--- src/verilog/isa_pkg.sv ---
package isa_pkg;

    // Primary opcode field, instr[31:26].
    localparam logic [5:0] op_special = 6'h00;
    localparam logic [5:0] op_j       = 6'h02;
    localparam logic [5:0] op_jal     = 6'h03;
    localparam logic [5:0] op_beq     = 6'h04;
    localparam logic [5:0] op_bne     = 6'h05;
    localparam logic [5:0] op_addiu   = 6'h09;
    localparam logic [5:0] op_andi    = 6'h0c;
    localparam logic [5:0] op_ori     = 6'h0d;
    localparam logic [5:0] op_lui     = 6'h0f;
    localparam logic [5:0] op_lw      = 6'h23;
    localparam logic [5:0] op_sw      = 6'h2b;

    // Function field of SPECIAL instructions, instr[5:0].
    localparam logic [5:0] fn_sll     = 6'h00;
    localparam logic [5:0] fn_srl     = 6'h02;
    localparam logic [5:0] fn_sra     = 6'h03;
    localparam logic [5:0] fn_jr      = 6'h08;
    localparam logic [5:0] fn_syscall = 6'h0c;
    localparam logic [5:0] fn_mfhi    = 6'h10;
    localparam logic [5:0] fn_mthi    = 6'h11;
    localparam logic [5:0] fn_mflo    = 6'h12;
    localparam logic [5:0] fn_mtlo    = 6'h13;
    localparam logic [5:0] fn_addu    = 6'h21;
    localparam logic [5:0] fn_subu    = 6'h23;
    localparam logic [5:0] fn_and     = 6'h24;
    localparam logic [5:0] fn_or      = 6'h25;
    localparam logic [5:0] fn_xor     = 6'h26;
    localparam logic [5:0] fn_slt     = 6'h2a;

    // Link register written by JAL.
    localparam logic [4:0] reg_ra = 5'd31;

    // One instruction word seen as R-format or as I-format.
    typedef union packed {
        struct packed {
            logic [5:0] opcode;
            logic [4:0] rs;
            logic [4:0] rt;
            logic [4:0] rd;
            logic [4:0] shamt;
            logic [5:0] funct;
        } r;
        struct packed {
            logic [5:0]  opcode;
            logic [4:0]  rs;
            logic [4:0]  rt;
            logic [15:0] imm;
        } i;
    } instr_u;

endpackage

--- src/verilog/ctl_pkg.sv ---
package ctl_pkg;

    typedef enum logic [3:0] {
        alu_add, alu_sub, alu_and, alu_or, alu_xor, alu_slt,
        alu_sll, alu_srl, alu_sra, alu_lui, alu_ncare
    } alu_funct_e;

    typedef enum logic [1:0] {
        src_a_rs, src_a_ncare
    } alu_src_a_e;

    typedef enum logic [1:0] {
        src_b_rt, src_b_sign_imm, src_b_zero_imm, src_b_ncare
    } alu_src_b_e;

    typedef enum logic [1:0] {
        src_sa_shamt, src_sa_ncare
    } alu_src_sa_e;

    typedef enum logic [1:0] {
        dest_rd, dest_rt, dest_ra, dest_ncare
    } dest_reg_e;

    // Next PC selection for the fetch stage.
    typedef enum logic [2:0] {
        pc_next, pc_branch, pc_jump, pc_register, pc_exception
    } pc_src_e;

    // Writeback data source.
    typedef enum logic [2:0] {
        reg_src_alu, reg_src_mem, reg_src_hi, reg_src_lo, reg_src_pc8, reg_src_ncare
    } reg_src_e;

    // Register operands read, used later by hazard logic.
    typedef enum logic [1:0] {
        opd_none, opd_rs, opd_rt, opd_both
    } opd_use_e;

    typedef enum logic [1:0] {
        exc_none, exc_syscall, exc_reserved
    } exc_chk_e;

    typedef struct packed {
        alu_funct_e  alu_funct;
        alu_src_a_e  alu_src_a;
        alu_src_b_e  alu_src_b;
        alu_src_sa_e alu_src_sa;
        dest_reg_e   dest_reg;
        pc_src_e     pc_src;
        reg_src_e    reg_src;
        opd_use_e    opd_use;
        exc_chk_e    exc_chk;
        logic        mem_read;
        logic        mem_write;
        logic        write_reg;
        logic        write_hi;
        logic        write_lo;
    } control_t;

    // Reserved instruction: trap, touch no state.
    localparam control_t ctl_reserved = '{
        alu_funct:  alu_ncare,
        alu_src_a:  src_a_ncare,
        alu_src_b:  src_b_ncare,
        alu_src_sa: src_sa_ncare,
        dest_reg:   dest_ncare,
        pc_src:     pc_exception,
        reg_src:    reg_src_ncare,
        opd_use:    opd_none,
        exc_chk:    exc_reserved,
        mem_read:   1'b0,
        mem_write:  1'b0,
        write_reg:  1'b0,
        write_hi:   1'b0,
        write_lo:   1'b0
    };

endpackage

--- src/verilog/decode_bus_if.sv ---
`timescale 1ns/10ps

interface decode_bus_if;

    logic              valid;
    isa_pkg::instr_u   instr;
    ctl_pkg::control_t rtype_ctl;
    ctl_pkg::control_t main_ctl;

    modport rtype (
        input  instr,
        output rtype_ctl
    );

    modport main (
        input  instr,
        output main_ctl
    );

    modport merge (
        input  valid,
        input  instr,
        input  rtype_ctl,
        input  main_ctl
    );

endinterface

--- src/verilog/rtype_decoder.sv ---
`timescale 1ns/10ps

module rtype_decoder (
    decode_bus_if.rtype bus
);

    // Common R-type shape: rs op rt into rd through the ALU.
    localparam ctl_pkg::control_t rtype_default = '{
        alu_funct:  ctl_pkg::alu_ncare,
        alu_src_a:  ctl_pkg::src_a_rs,
        alu_src_b:  ctl_pkg::src_b_rt,
        alu_src_sa: ctl_pkg::src_sa_ncare,
        dest_reg:   ctl_pkg::dest_rd,
        pc_src:     ctl_pkg::pc_next,
        reg_src:    ctl_pkg::reg_src_alu,
        opd_use:    ctl_pkg::opd_both,
        exc_chk:    ctl_pkg::exc_none,
        mem_read:   1'b0,
        mem_write:  1'b0,
        write_reg:  1'b1,
        write_hi:   1'b0,
        write_lo:   1'b0
    };

    ctl_pkg::control_t ctl;

    always_comb begin
        ctl = rtype_default;
        case (bus.instr.r.funct)
            isa_pkg::fn_sll, isa_pkg::fn_srl, isa_pkg::fn_sra: begin
                // Shift amount comes from shamt, only rt is read.
                ctl.alu_src_a  = ctl_pkg::src_a_ncare;
                ctl.alu_src_sa = ctl_pkg::src_sa_shamt;
                ctl.opd_use    = ctl_pkg::opd_rt;
                if (bus.instr.r.funct == isa_pkg::fn_sll) begin
                    ctl.alu_funct = ctl_pkg::alu_sll;
                end else if (bus.instr.r.funct == isa_pkg::fn_srl) begin
                    ctl.alu_funct = ctl_pkg::alu_srl;
                end else begin
                    ctl.alu_funct = ctl_pkg::alu_sra;
                end
            end
            isa_pkg::fn_addu: ctl.alu_funct = ctl_pkg::alu_add;
            isa_pkg::fn_subu: ctl.alu_funct = ctl_pkg::alu_sub;
            isa_pkg::fn_and:  ctl.alu_funct = ctl_pkg::alu_and;
            isa_pkg::fn_or:   ctl.alu_funct = ctl_pkg::alu_or;
            isa_pkg::fn_xor:  ctl.alu_funct = ctl_pkg::alu_xor;
            isa_pkg::fn_slt:  ctl.alu_funct = ctl_pkg::alu_slt;
            isa_pkg::fn_jr: begin
                ctl.alu_src_a = ctl_pkg::src_a_ncare;
                ctl.alu_src_b = ctl_pkg::src_b_ncare;
                ctl.dest_reg  = ctl_pkg::dest_ncare;
                ctl.pc_src    = ctl_pkg::pc_register;
                ctl.reg_src   = ctl_pkg::reg_src_ncare;
                ctl.opd_use   = ctl_pkg::opd_rs;
                ctl.write_reg = 1'b0;
            end
            isa_pkg::fn_mfhi, isa_pkg::fn_mflo: begin
                // No operand read, rd takes hi or lo.
                ctl.alu_src_a = ctl_pkg::src_a_ncare;
                ctl.alu_src_b = ctl_pkg::src_b_ncare;
                ctl.opd_use   = ctl_pkg::opd_none;
                ctl.reg_src   = (bus.instr.r.funct == isa_pkg::fn_mfhi) ?
                                ctl_pkg::reg_src_hi : ctl_pkg::reg_src_lo;
            end
            isa_pkg::fn_mthi, isa_pkg::fn_mtlo: begin
                ctl.alu_src_a = ctl_pkg::src_a_ncare;
                ctl.alu_src_b = ctl_pkg::src_b_ncare;
                ctl.dest_reg  = ctl_pkg::dest_ncare;
                ctl.reg_src   = ctl_pkg::reg_src_ncare;
                ctl.opd_use   = ctl_pkg::opd_rs;
                ctl.write_reg = 1'b0;
                ctl.write_hi  = (bus.instr.r.funct == isa_pkg::fn_mthi);
                ctl.write_lo  = (bus.instr.r.funct == isa_pkg::fn_mtlo);
            end
            isa_pkg::fn_syscall: begin
                ctl.alu_src_a = ctl_pkg::src_a_ncare;
                ctl.alu_src_b = ctl_pkg::src_b_ncare;
                ctl.dest_reg  = ctl_pkg::dest_ncare;
                ctl.pc_src    = ctl_pkg::pc_exception;
                ctl.reg_src   = ctl_pkg::reg_src_ncare;
                ctl.opd_use   = ctl_pkg::opd_none;
                ctl.exc_chk   = ctl_pkg::exc_syscall;
                ctl.write_reg = 1'b0;
            end
            default: ctl = ctl_pkg::ctl_reserved;
        endcase
    end

    assign bus.rtype_ctl = ctl;

endmodule

--- src/verilog/opcode_decoder.sv ---
`timescale 1ns/10ps

module opcode_decoder (
    decode_bus_if.main bus
);

    // Immediate arithmetic shape: rs op imm into rt.
    localparam ctl_pkg::control_t imm_default = '{
        alu_funct:  ctl_pkg::alu_add,
        alu_src_a:  ctl_pkg::src_a_rs,
        alu_src_b:  ctl_pkg::src_b_sign_imm,
        alu_src_sa: ctl_pkg::src_sa_ncare,
        dest_reg:   ctl_pkg::dest_rt,
        pc_src:     ctl_pkg::pc_next,
        reg_src:    ctl_pkg::reg_src_alu,
        opd_use:    ctl_pkg::opd_rs,
        exc_chk:    ctl_pkg::exc_none,
        mem_read:   1'b0,
        mem_write:  1'b0,
        write_reg:  1'b1,
        write_hi:   1'b0,
        write_lo:   1'b0
    };

    ctl_pkg::control_t ctl;

    always_comb begin
        ctl = imm_default;
        case (bus.instr.i.opcode)
            isa_pkg::op_addiu: ctl.alu_funct = ctl_pkg::alu_add;
            isa_pkg::op_andi: begin
                ctl.alu_funct = ctl_pkg::alu_and;
                ctl.alu_src_b = ctl_pkg::src_b_zero_imm;
            end
            isa_pkg::op_ori: begin
                ctl.alu_funct = ctl_pkg::alu_or;
                ctl.alu_src_b = ctl_pkg::src_b_zero_imm;
            end
            isa_pkg::op_lui: begin
                ctl.alu_funct = ctl_pkg::alu_lui;
                ctl.alu_src_a = ctl_pkg::src_a_ncare;
                ctl.alu_src_b = ctl_pkg::src_b_zero_imm;
                ctl.opd_use   = ctl_pkg::opd_none;
            end
            isa_pkg::op_lw: begin
                ctl.mem_read = 1'b1;
                ctl.reg_src  = ctl_pkg::reg_src_mem;
            end
            isa_pkg::op_sw: begin
                // Address from rs plus offset, store data from rt.
                ctl.mem_write = 1'b1;
                ctl.write_reg = 1'b0;
                ctl.dest_reg  = ctl_pkg::dest_ncare;
                ctl.reg_src   = ctl_pkg::reg_src_ncare;
                ctl.opd_use   = ctl_pkg::opd_both;
            end
            isa_pkg::op_beq, isa_pkg::op_bne: begin
                ctl.alu_funct = ctl_pkg::alu_sub;
                ctl.alu_src_b = ctl_pkg::src_b_rt;
                ctl.pc_src    = ctl_pkg::pc_branch;
                ctl.dest_reg  = ctl_pkg::dest_ncare;
                ctl.reg_src   = ctl_pkg::reg_src_ncare;
                ctl.opd_use   = ctl_pkg::opd_both;
                ctl.write_reg = 1'b0;
            end
            isa_pkg::op_j, isa_pkg::op_jal: begin
                ctl.alu_funct = ctl_pkg::alu_ncare;
                ctl.alu_src_a = ctl_pkg::src_a_ncare;
                ctl.alu_src_b = ctl_pkg::src_b_ncare;
                ctl.pc_src    = ctl_pkg::pc_jump;
                ctl.opd_use   = ctl_pkg::opd_none;
                // JAL links the return address, pc+8, into $ra.
                ctl.write_reg = (bus.instr.i.opcode == isa_pkg::op_jal);
                ctl.dest_reg  = ctl.write_reg ? ctl_pkg::dest_ra : ctl_pkg::dest_ncare;
                ctl.reg_src   = ctl.write_reg ? ctl_pkg::reg_src_pc8 : ctl_pkg::reg_src_ncare;
            end
            default: ctl = ctl_pkg::ctl_reserved;
        endcase
    end

    assign bus.main_ctl = ctl;

endmodule

--- src/verilog/control_merge.sv ---
`timescale 1ns/10ps

module control_merge (
    input  logic               clk,
    input  logic               rst,
    decode_bus_if.merge        bus,
    output logic               out_valid,
    output ctl_pkg::control_t  ctl,
    output logic [4:0]         dest_index
);

    ctl_pkg::control_t sel_ctl;
    logic [4:0]        sel_dest;

    // SPECIAL goes to the funct decoder, everything else to the opcode decoder.
    assign sel_ctl = (bus.instr.i.opcode == isa_pkg::op_special) ?
                     bus.rtype_ctl : bus.main_ctl;

    always_comb begin
        case (sel_ctl.dest_reg)
            ctl_pkg::dest_rd: sel_dest = bus.instr.r.rd;
            ctl_pkg::dest_rt: sel_dest = bus.instr.r.rt;
            ctl_pkg::dest_ra: sel_dest = isa_pkg::reg_ra;
            default:          sel_dest = 5'd0;
        endcase
    end

    always_ff @(posedge clk) begin
        if (rst) begin
            out_valid     <= 1'b0;
            ctl.mem_read  <= 1'b0;
            ctl.mem_write <= 1'b0;
            ctl.write_reg <= 1'b0;
            ctl.write_hi  <= 1'b0;
            ctl.write_lo  <= 1'b0;
        end else begin
            out_valid <= bus.valid;
            // Hold the previous word across idle cycles.
            if (bus.valid) begin
                ctl        <= sel_ctl;
                dest_index <= sel_dest;
            end
        end
    end

    a_reset_clears_valid: assert property (@(posedge clk) rst |=> !out_valid);

    // Neither decoder may pair a register write with a trap.
    a_no_write_on_exc: assert property (@(posedge clk) disable iff (rst)
        !(ctl.write_reg && ctl.exc_chk != ctl_pkg::exc_none));

    a_mem_onehot: assert property (@(posedge clk) disable iff (rst)
        !(ctl.mem_read && ctl.mem_write));

endmodule

--- src/verilog/decode_top.sv ---
`timescale 1ns/10ps

module decode_top (
    input  logic                 clk,
    input  logic                 rst,
    input  logic                 in_valid,
    input  logic [31:0]          instruction,
    output logic                 out_valid,
    output ctl_pkg::alu_funct_e  alu_funct,
    output ctl_pkg::alu_src_a_e  alu_src_a,
    output ctl_pkg::alu_src_b_e  alu_src_b,
    output ctl_pkg::alu_src_sa_e alu_src_sa,
    output logic [4:0]           dest_index,
    output ctl_pkg::pc_src_e     pc_src,
    output ctl_pkg::reg_src_e    reg_src,
    output ctl_pkg::opd_use_e    opd_use,
    output ctl_pkg::exc_chk_e    exc_chk,
    output logic                 mem_read,
    output logic                 mem_write,
    output logic                 write_reg,
    output logic                 write_hi,
    output logic                 write_lo
);

    ctl_pkg::control_t ctl;

    decode_bus_if bus ();

    assign bus.valid = in_valid;
    assign bus.instr = instruction;

    rtype_decoder  u_rtype  (.bus(bus.rtype));
    opcode_decoder u_opcode (.bus(bus.main));

    control_merge u_merge (
        .clk        (clk),
        .rst        (rst),
        .bus        (bus.merge),
        .out_valid  (out_valid),
        .ctl        (ctl),
        .dest_index (dest_index)
    );

    // Registered control word onto the execute-stage ports.
    assign alu_funct  = ctl.alu_funct;
    assign alu_src_a  = ctl.alu_src_a;
    assign alu_src_b  = ctl.alu_src_b;
    assign alu_src_sa = ctl.alu_src_sa;
    assign pc_src     = ctl.pc_src;
    assign reg_src    = ctl.reg_src;
    assign opd_use    = ctl.opd_use;
    assign exc_chk    = ctl.exc_chk;
    assign mem_read   = ctl.mem_read;
    assign mem_write  = ctl.mem_write;
    assign write_reg  = ctl.write_reg;
    assign write_hi   = ctl.write_hi;
    assign write_lo   = ctl.write_lo;

endmodule

--- config.mk ---
export PLATFORM = sky130hd
export DESIGN_NAME = decode_top
export DESIGN_NICKNAME = d
export VERILOG_FILES = /design/src/verilog/isa_pkg.sv /design/src/verilog/ctl_pkg.sv /design/src/verilog/decode_bus_if.sv /design/src/verilog/rtype_decoder.sv /design/src/verilog/opcode_decoder.sv /design/src/verilog/control_merge.sv /design/src/verilog/decode_top.sv
export SDC_FILE = /design/constraint.sdc
export NUM_CORES = 1
export LEC_CHECK = 0
export ABC_AREA = 1
export BUFFER_PORTS_ARGS = -buffer_cell sky130_fd_sc_hd__buf_2
export CAP_MARGIN = 20
export CORE_MARGIN = 2
export CORE_UTILIZATION = 32
export CTS_CLUSTER_DIAMETER = 60
export DETAILED_ROUTE_END_ITERATION = 7
export GPL_ROUTABILITY_DRIVEN = 0
export GPL_TIMING_DRIVEN = 0
export PLACE_DENSITY = 0.67
export SYNTH_ARGS = -nofsm -noshare
export SYNTH_HDL_FRONTEND = slang
export SYNTH_SLANG_ARGS = --single-unit
--- constraint.sdc ---
create_clock -name clk -period 2.65 [get_ports clk]
set_clock_uncertainty 0.1 [all_clocks]
set_input_delay 0.1325 -clock clk [delete_from_list [all_inputs] [get_ports clk]]
set_output_delay 0.1325 -clock clk [all_outputs]
set_load 0.005 [all_outputs]
### Word level (Yosys, flattened, before mapping)

Cells that the tools add are included.
W data, S select, Z words.

* add/subtract/negate cells: 0
* eq/ne operators: 26
* shift-type cells: 0
* magnitude comparators: 0
* multiplexer cells: 29
* div/mod/pow operators: 0
* multipliers: 0
* bitwise operators: 1
* reduce and logical (&&, ||, !) cells: 24

Operators by type and width (count)
* $eq A6 B6 Y1 const B: 8
* $eq A6 B4 Y1 const B: 6
* $pmux W4 S7: 1
* $mux W27: 1
* $eq A6 B2 Y1 const B: 4
* $eq A6 B5 Y1 const B: 4
* $pmux W4 S5: 1
* $pmux W3 S3: 2
* $pmux W5 S3: 1
* $reduce_or A3 Y1: 5
* $reduce_or A14 Y1: 1
* $reduce_or A13 Y1: 1
* $eq A6 B3 Y1 const B: 2
* $logic_not A6 Y1: 2
* $pmux W2 S2: 3
* $pmux W2 S3: 2
* $pmux W3 S2: 2
* $reduce_or A6 Y1: 2
* $reduce_or A11 Y1: 1
* $reduce_or A10 Y1: 1
* $mux W1: 9
* $reduce_or A9 Y1: 1
* $mux W2: 4
* $mux W4: 2
* other kinds (10): 14

* latch bits: 0
* bits of input ports: 35
* flip-flop bits (word level): 31
* word-level logic and storage cells: 95
* bits in writable memories: 0
* ROM bits: 0
* memories kept: 0

### Longest topological paths before layout

Gate-level depths: netlist (run 1).

* word-level depth: 7
* gate-level depth with buffers: 11
* gate-level depth less buffers: 11

### By module

A second synthesis (run 1) with hierarchy kept.

* cells, all modules: 319
* area, all modules: 2453.6 um^2

By module, submodules not included
* control_merge: area an instance 1660.3 um^2, times used 1, cells each 178, sequential area each 930.9 um^2
* opcode_decoder: area an instance 400.4 um^2, times used 1, cells each 70, sequential area each 0.0 um^2
* rtype_decoder: area an instance 392.9 um^2, times used 1, cells each 71, sequential area each 0.0 um^2

### Worst setup path before layout (run 1)

No wires, ideal clock.

* kind: input to register
* from: input in_valid
* to: register, netlist name u_merge.ctl[10]
* path buffers: 1
* path slack: 0.679 ns
* stages: 3
* data arrival time: 1.468 ns
* cells stage by stage: clkbuf_1 -> inv_1 -> nor2_1

* cells in the longest elaborated chain, start to end: 1

Ends and longest elaborated chain
* from (decl): RTL line decode_top.sv:6 `input logic in_valid,`
* $reduce_and A2 Y1 (no line)

Every way passes these cells.
A chain may end at the register's enable or synchronous reset.

### Final worst setup path (run 1)

* from: input in_valid
* to: register, netlist name u_merge.ctl[7]

* cells in the longest elaborated chain, start to end: 1

Ends and longest elaborated chain
* $reduce_and A2 Y1 (no line)

Every way passes these cells.

==> results of run 1 <==
==> per-layer routing <==
layer / routed length (µm) / vias to the layer above / GRT usage / part of all wire
met5: 0 / - / 0 / 0
met4: 65 / 0 / 0.0595 / 0.018
met3: 252 / 6 / 0.0339 / 0.070
met2: 1680 / 53 / 0.209 / 0.47
met1: 1610 / 667 / 0.171 / 0.45
li1: - / 763 / - / -
==> path summary, 6_finish.rpt <==
path | end | slack (ns)
worst max-delay path | u_merge.ctl[7] | 1.34
worst min-delay path | u_merge.out_valid | 0.02
worst max register to register | u_merge.ctl[4] | 1.90
worst min register to register | u_merge.ctl[0] | 0.37
==> sequential cells by signal, indices dropped and copies added (netlist names) <==
signal / cells
u_merge.ctl: 23
u_merge.dest_index: 5
u_merge.out_valid: 1
==> power by group <==
group          switching [mW]  internal (mW)  total [mW]
registers             0.00566          0.519       0.524
logic                  0.0801         0.0550       0.135
clock network           0.145          0.176       0.321
==> area by class of cell <==
type	count	area (µm²)
plain buffers	4	26.3
clock buffers	6	72.6
repair buffers	53	288
multi-input cells	139	666
fillers	518	2710
clock inverters	1	3.75
well taps	67	83.8
flip-flops and latches	29	811
inverters	24	90.1
==> cells by family (layout without fill, tap and decap cells) <==
logic type	Yosys count	in the layout	share of synthesized area
AOI/OAI and AO/OA	23	23	0.0773
and+or+nand+nor	114	114	0.336
other	1	2	0.00236
DFF	29	29	0.511
buffers and inverters	28	88	0.0733
==> cells in the final DEF (no fill, tap or decap) <==
master and n:
dfxtp_1 6, nor2_1 24, buf_4 3, nor3_4 1
o21ai_1 2, a31oi_1 1, nand3b_1 1, nor2_4 2
clkbuf_8 5, a21oi_1 11, nand3_1 18, buf_2 52
inv_1 21, nand3_2 3, o21ai_0 7, nand2_2 3
o31ai_1 1, clkbuf_1 2, inv_2 3, nand2_1 50
nor2_2 5, edfxtp_1 23, conb_1 2, o2111ai_1 1
clkinv_1 1, buf_16 1, nor3_1 2, nand4_1 5
==> stage by stage <==
stage	utilization	instances
3_3_place_gp	0.407	315
6_report	0.429	323
5_1_grt	0.429	323
4_1_cts	0.429	323
2_1_floorplan	-	196
3_5_place_dp	0.413	316
==> critical path, stage by stage <==
cell and delay, ns:
clkbuf_1 0.27, inv_1 0.15, nor2_2 0.41, buf_16 0.21
==> out/qor.csv, run 1 <==
stage,metric,value,unit
run_status,status,"finished, final reports clean",
clock_tree,htree depth,2,
yosys,Post-synth EDFFs,23,
yosys,ys async rst share,0,
critical_path,Setup CP Type,in2reg,
detailed_routing,post-route ant nets,0,
hold_path,worst min path class,in2reg,
power,VDD IR-drop max,205,µV
clock_tree,CTS Buf Count,5,
sta,setup repair after global routing missed its margin,no,
yosys,"area leader, netlist",edfxtp_1,
placed_design,placed inst area,1960,µm²
clock_tree,clk sinks,29,
sta,final hold viol count,0,
global_route,vias in the first global route,1282,
finish,fin area,2040,µm²
yosys,Commonest cells post-synth,"50 x nand2_1, 25 x nor2_1, 23 x edfxtp_1, 21 x inv_1, 18 x nand3_1",
placed_design,IO Port Bufs,52,
global_route,initial antenna violation count,0,
yosys,"Distinct cells, synth",24,
power,Power Dens Cells,481,nW/µm²
sta,Setup WS post-layout,1.34,ns
clock_tree,buffer count from post-CTS setup fixing,0,
global_route,GRT Util Overall,0.132,
power,total power,981,µW
detailed_routing,Detailed Route WL,3610,µm
critical_path,CP startpoint kind,input port,
die,die width,74.4,µm
critical_path,worst reg2reg path startpoint,u_merge.ctl[4],
die,die area,5540,µm²
yosys,most common cell in the netlist,nand2_1,
detailed_routing,Via density,4.61,
detailed_routing,1st-iter DRT viols,92,
clock_tree,clk_lat worst skew,0.27,ns
sta,fin. max-slew vios,0,
flow_run,max_cap viols,0,
die,Die Span Y,74.4,µm
critical_path,CP startpoint,in_valid,
global_route,global-route wire length before repair,5540,µm
clock_tree,CTS root buf,clkbuf_8,
placed_design,pre-CTS setup slack,1.05,ns
clock_tree,Max clock buf depth,2,
global_route,largest net degree at the start of global routing,18,
power,Pleak,0.974,nW
clock_tree,# resized after CTS,0,
hold_path,hold depth,2,
yosys,register area share after synthesis,0.511,
clock_tree,Post-CTS Hold Fix Bufs,0,
detailed_routing,DRC,0,
detailed_routing,first drt pass iteration count,4,
finish,P&R area growth vs syn,28.6,%
yosys,Main synth FF type,edfxtp_1,
critical_path,Reg2Reg Depth,2,
sta,hold_ws,0.0167,ns
yosys,YS warnings,0,
sta,period utilization,0.493,
detailed_routing,via count,1489,
global_route,grt ovf,0,
die,I/O pin count,66,
finish,nets,291,
placed_design,Final HPWL DP,2890,µm
critical_path,worst-path fanout max,17,
sta,setup TNS,0,ns
die,Cell Rows,25,
hold_path,worst hold start,rst,
yosys,Yosys top cell area share,0.435,
yosys,top post-synthesis cells by area,"edfxtp_1 44%, nand2_1 12%, dfxtp_1 7.6%, nor2_1 5.9%, nand3_1 5.7%",
critical_path,Crit. End Element,flip-flop,
sta,Max Fclk,765,MHz
clock_tree,"Reg clk slew, reported paths",0.05,ns
detailed_routing,DR WL/cell,11.2,µm
critical_path,crit path DAT,1.19,ns
finish,diodes inserted,0,
critical_path,WP data required,2.53,ns
sta,setup violators final,0,
clock_tree,CTS tree,done,
sta,crit path time final,1.31,ns
finish,share of cells above drive strength 1,0.305,
die,Starting Density,0.334,
yosys,Avg Synthesized Cell Area,8.14,µm²
die,core area,4750,µm²
yosys,#FFs+latches synth,29,
yosys,area of the mapped netlist,1590,µm²
yosys,Synth Instances,195,
No activity file was read; power rests on OpenSTA's default activity.
==> run 2, diff against run 1 <==
Settings changed: ABC_AREA 1 to 0, PLACE_DENSITY 0.67 to 0.68.
Clock period 2.65 ns to 1.2 ns, I/O delays scaled along.
==> run 2 against run 1 <==
The flow now finishes with violations (negative setup slack); total power rose to 2.5 times the previous value; sequential share of layout area down 9.8 points; via count rose by 20%; critical path type unchanged; critical endpoint is now u_merge.dest_index[0].
==> out/qor.csv, run 2 <==
stage,metric,value,unit,change
power,clock power share,0.322,,-0.006
power,Power Internal,1.86,mW,+150%
detailed_routing,first drt pass iteration count,4,,unchanged
flow_run,max_cap viols,0,,unchanged
finish,nets,300,,+3.1%
detailed_routing,DR WL/cell,14.9,µm,+33%
critical_path,Setup CP Type,in2reg,,
critical_path,CP startpoint kind,input port,,
sta,setup violators final,18,,+18
critical_path,critical path endpoint,u_merge.dest_index[0],,
finish,share of cells above drive strength 1,0.444,,+0.139
detailed_routing,DRC,0,,unchanged
finish,diodes inserted,0,,unchanged
yosys,Avg Synthesized Cell Area,9.86,µm²,+21%
yosys,YS warnings,0,,unchanged
sta,setup repair after global routing missed its margin,yes,,
power,sequential power share,0.466,,-0.069
clock_tree,htree depth,2,,unchanged
sta,fin. max-slew vios,0,,unchanged
die,die area,6190,µm²,+12%
critical_path,RR Endpoint,u_merge.ctl[3],,
sta,period utilization,1.23,,
global_route,vias in the first global route,1588,,+24%
sta,final hold viol count,0,,unchanged
yosys,Commonest cells post-synth,"23 x edfxtp_1, 12 x nor2_1, 11 x nand2_1, 10 x a21oi_1, 9 x nor2b_1",,
power,Switching Power,609,µW,+160%
global_route,GRT Util Overall,0.155,,+0.0228
hold_path,worst min path class,in2reg,,
finish,"commonest non-fill, non-tap cell in the layout",buf_2,,
power,VDD IR-drop max,408,µV,+99%
finish,Largest regs,"u_merge.ctl x23, u_merge.dest_index x5, u_merge.out_valid x1",,
run_status,status,"complete, but fails checks",,
clock_tree,CTS root buf,clkbuf_8,,
finish,Largest Register,u_merge.ctl,,
power,Switching Fraction,0.247,,+0.0115
power,Power Dens Cells,909,nW/µm²,+89%
yosys,Yosys top cell area share,0.387,,-0.0485
finish,Final Util,0.499,,+0.0693
sta,Max Fclk,678,MHz,
run_status,failing checks,negative setup slack,,
detailed_routing,Detailed Route WL,5030,µm,+39%
sta,Setup WS post-layout,-0.275,ns,-1.62 ns
die,die width,78.7,µm,+5.8%
placed_design,IO Port Bufs,48,,-7.7%
clock_tree,CTS Buf Count,5,,unchanged
die,Die Span Y,78.7,µm,+5.8%
critical_path,Worst R2R Setup Slack,0.37,ns,-1.53 ns
sta,setup TNS,-3.02,ns,-3.02 ns
global_route,initial antenna violation count,0,,unchanged
yosys,"area leader, netlist",edfxtp_1,,
finish,Fillers,498,,-3.9%
global_route,grt ovf,0,,unchanged
finish,max reg flops,23,,unchanged
detailed_routing,1st-iter DRT viols,299,,+230%
finish,P&R area growth vs syn,51.9,%,
die,I/O pin count,66,,unchanged
yosys,register area share after synthesis,0.454,,-0.0569
yosys,#FFs+latches synth,29,,unchanged
die,Cell Rows,27,,+8.0%
power,Logic pwr share,0.211,,+0.073
finish,most frequent cells in the layout,"44 x buf_2, 23 x edfxtp_1, 17 x buf_4",,
clock_tree,"Reg clk slew, reported paths",0.06,ns,about the same
die,core area,5440,µm²,+14%
yosys,area of the mapped netlist,1790,µm²,+13%
yosys,"Distinct cells, synth",53,,+120%
critical_path,Crit. End Element,flip-flop,,
critical_path,CP startpoint,instruction[3],,
detailed_routing,via count,1785,,+20%
critical_path,worst-path fanout max,7,,-10
yosys,ys async rst share,0,,unchanged
detailed_routing,post-route ant nets,0,,unchanged
yosys,Main synth FF type,edfxtp_1,,
critical_path,Reg2Reg Depth,3,,+1
clock_tree,clk_lat worst skew,0.27,ns,about the same
sta,crit path time final,1.47,ns,
placed_design,Final HPWL DP,3190,µm,+10%
global_route,largest net degree at the start of global routing,24,,+6
critical_path,worst reg2reg path startpoint,u_merge.ctl[3],,
global_route,global-route wire length before repair,7520,µm,+36%
clock_tree,Max clock buf depth,2,,unchanged
critical_path,WP data required,1.12,ns,-1.41 ns
yosys,Synth Instances,181,,-7.2%
clock_tree,CTS tree,done,,
power,Pleak,1.06,nW,+9.2%
detailed_routing,Via density,5.28,,+15%
yosys,top post-synthesis cells by area,"edfxtp_1 39%, dfxtp_1 6.7%, nor2b_1 3.2%, a21oi_1 2.8%, a221o_1 2.8%",,
clock_tree,clk sinks,29,,unchanged
die,Starting Density,0.328,,-0.00541
yosys,Post-synth EDFFs,23,,unchanged
critical_path,crit path DAT,1.40,ns,+0.21 ns
yosys,most common cell in the netlist,edfxtp_1,,
## run 2: how the worst min path moves through the flow
stage	start	to	slack (ns)	cells past startpoint
final	instruction[2]	u_merge.ctl[5]	0.06	2
after global routing	instruction[2]	u_merge.ctl[5]	0.06	2
after CTS	instruction[2]	u_merge.ctl[5]	0.05	2
after detailed placement	rst	u_merge.ctl[0]	0.25	2
after global placement	rst	u_merge.ctl[1]	0.25	2
after floorplan	rst	u_merge.ctl[0]	0.03	1
## run 2: timing repair
action	CTS	global route
gates cloned	0	1
setup buffers	9	8
pin swaps	12	10
endpoints found under the setup margin	19	48
hold buffers	12	0
hold endpoints to repair	10	0
gates resized for setup	15	25
## run 2: power by group through the flow
| stage | clock network [mW] | logic [mW] | registers, mW |
|---|---|---|---|
| after CTS | 0.816 | 0.471 | 1.15 |
| after global placement | 0 | 0.408 | 1.17 |
| final | 0.794 | 0.521 | 1.15 |
| after floorplan | 0 | 0.256 | 1.18 |
| after global routing | 0.864 | 0.562 | 1.16 |
| after detailed placement | 0 | 0.414 | 1.17 |
## run 2: area by class of cell
cell class	count	area, µm²	share of cell area
multi-input cells	129	1010	0.372
flip-flops and latches	29	811	0.299
repair buffers	76	533	0.197
plain buffers	17	151	0.0558
clock buffers	8	90.1	0.0332
well taps	72	90.1	0.0332
inverters	7	26.3	0.00969
## run 2: through the flow
stage | worst slack [ns] | power (mW) | area [µm²] | hold WS [ns] | std cells
floorplan | -0.258 | 1.44 | 1890 | 0.0291 | 182
global placement | -0.512 | 1.58 | 2220 | 0.251 | 302
detailed placement | -0.528 | 1.59 | 2220 | 0.249 | 302
CTS | -0.153 | 2.44 | 2560 | 0.0476 | 330
global route | -0.285 | 2.58 | 2710 | 0.0604 | 338
finish | -0.275 | 2.47 | 2710 | 0.0598 | 338
## run 2: kinds of logic (layout without fill, tap and decap cells)
group | count (synthesis) | count (layout) | synth area share
compound gates | 52 | 52 | 0.228
xor+xnor | 4 | 4 | 0.0196
fa+ha+maj | 1 | 1 | 0.00561
buf+inv | 25 | 108 | 0.0638
flops | 29 | 29 | 0.454
other cells | 1 | 2 | 0.00210
simple gates | 69 | 70 | 0.227
## run 2: worst max-delay path, stage by stage
cell and delay (ns):
buf_8 0.08, buf_12 0.11, and3b_2 0.22, o31ai_4 0.34
a221oi_4 0.12, buf_6 0.16, a221o_1 0.31
## run 2: metal layers
layer	global-route usage	part of all wire
met3	0.0477	0.085
met2	0.232	0.46
met5	0	0
met1	0.200	0.42
met4	0.0860	0.039
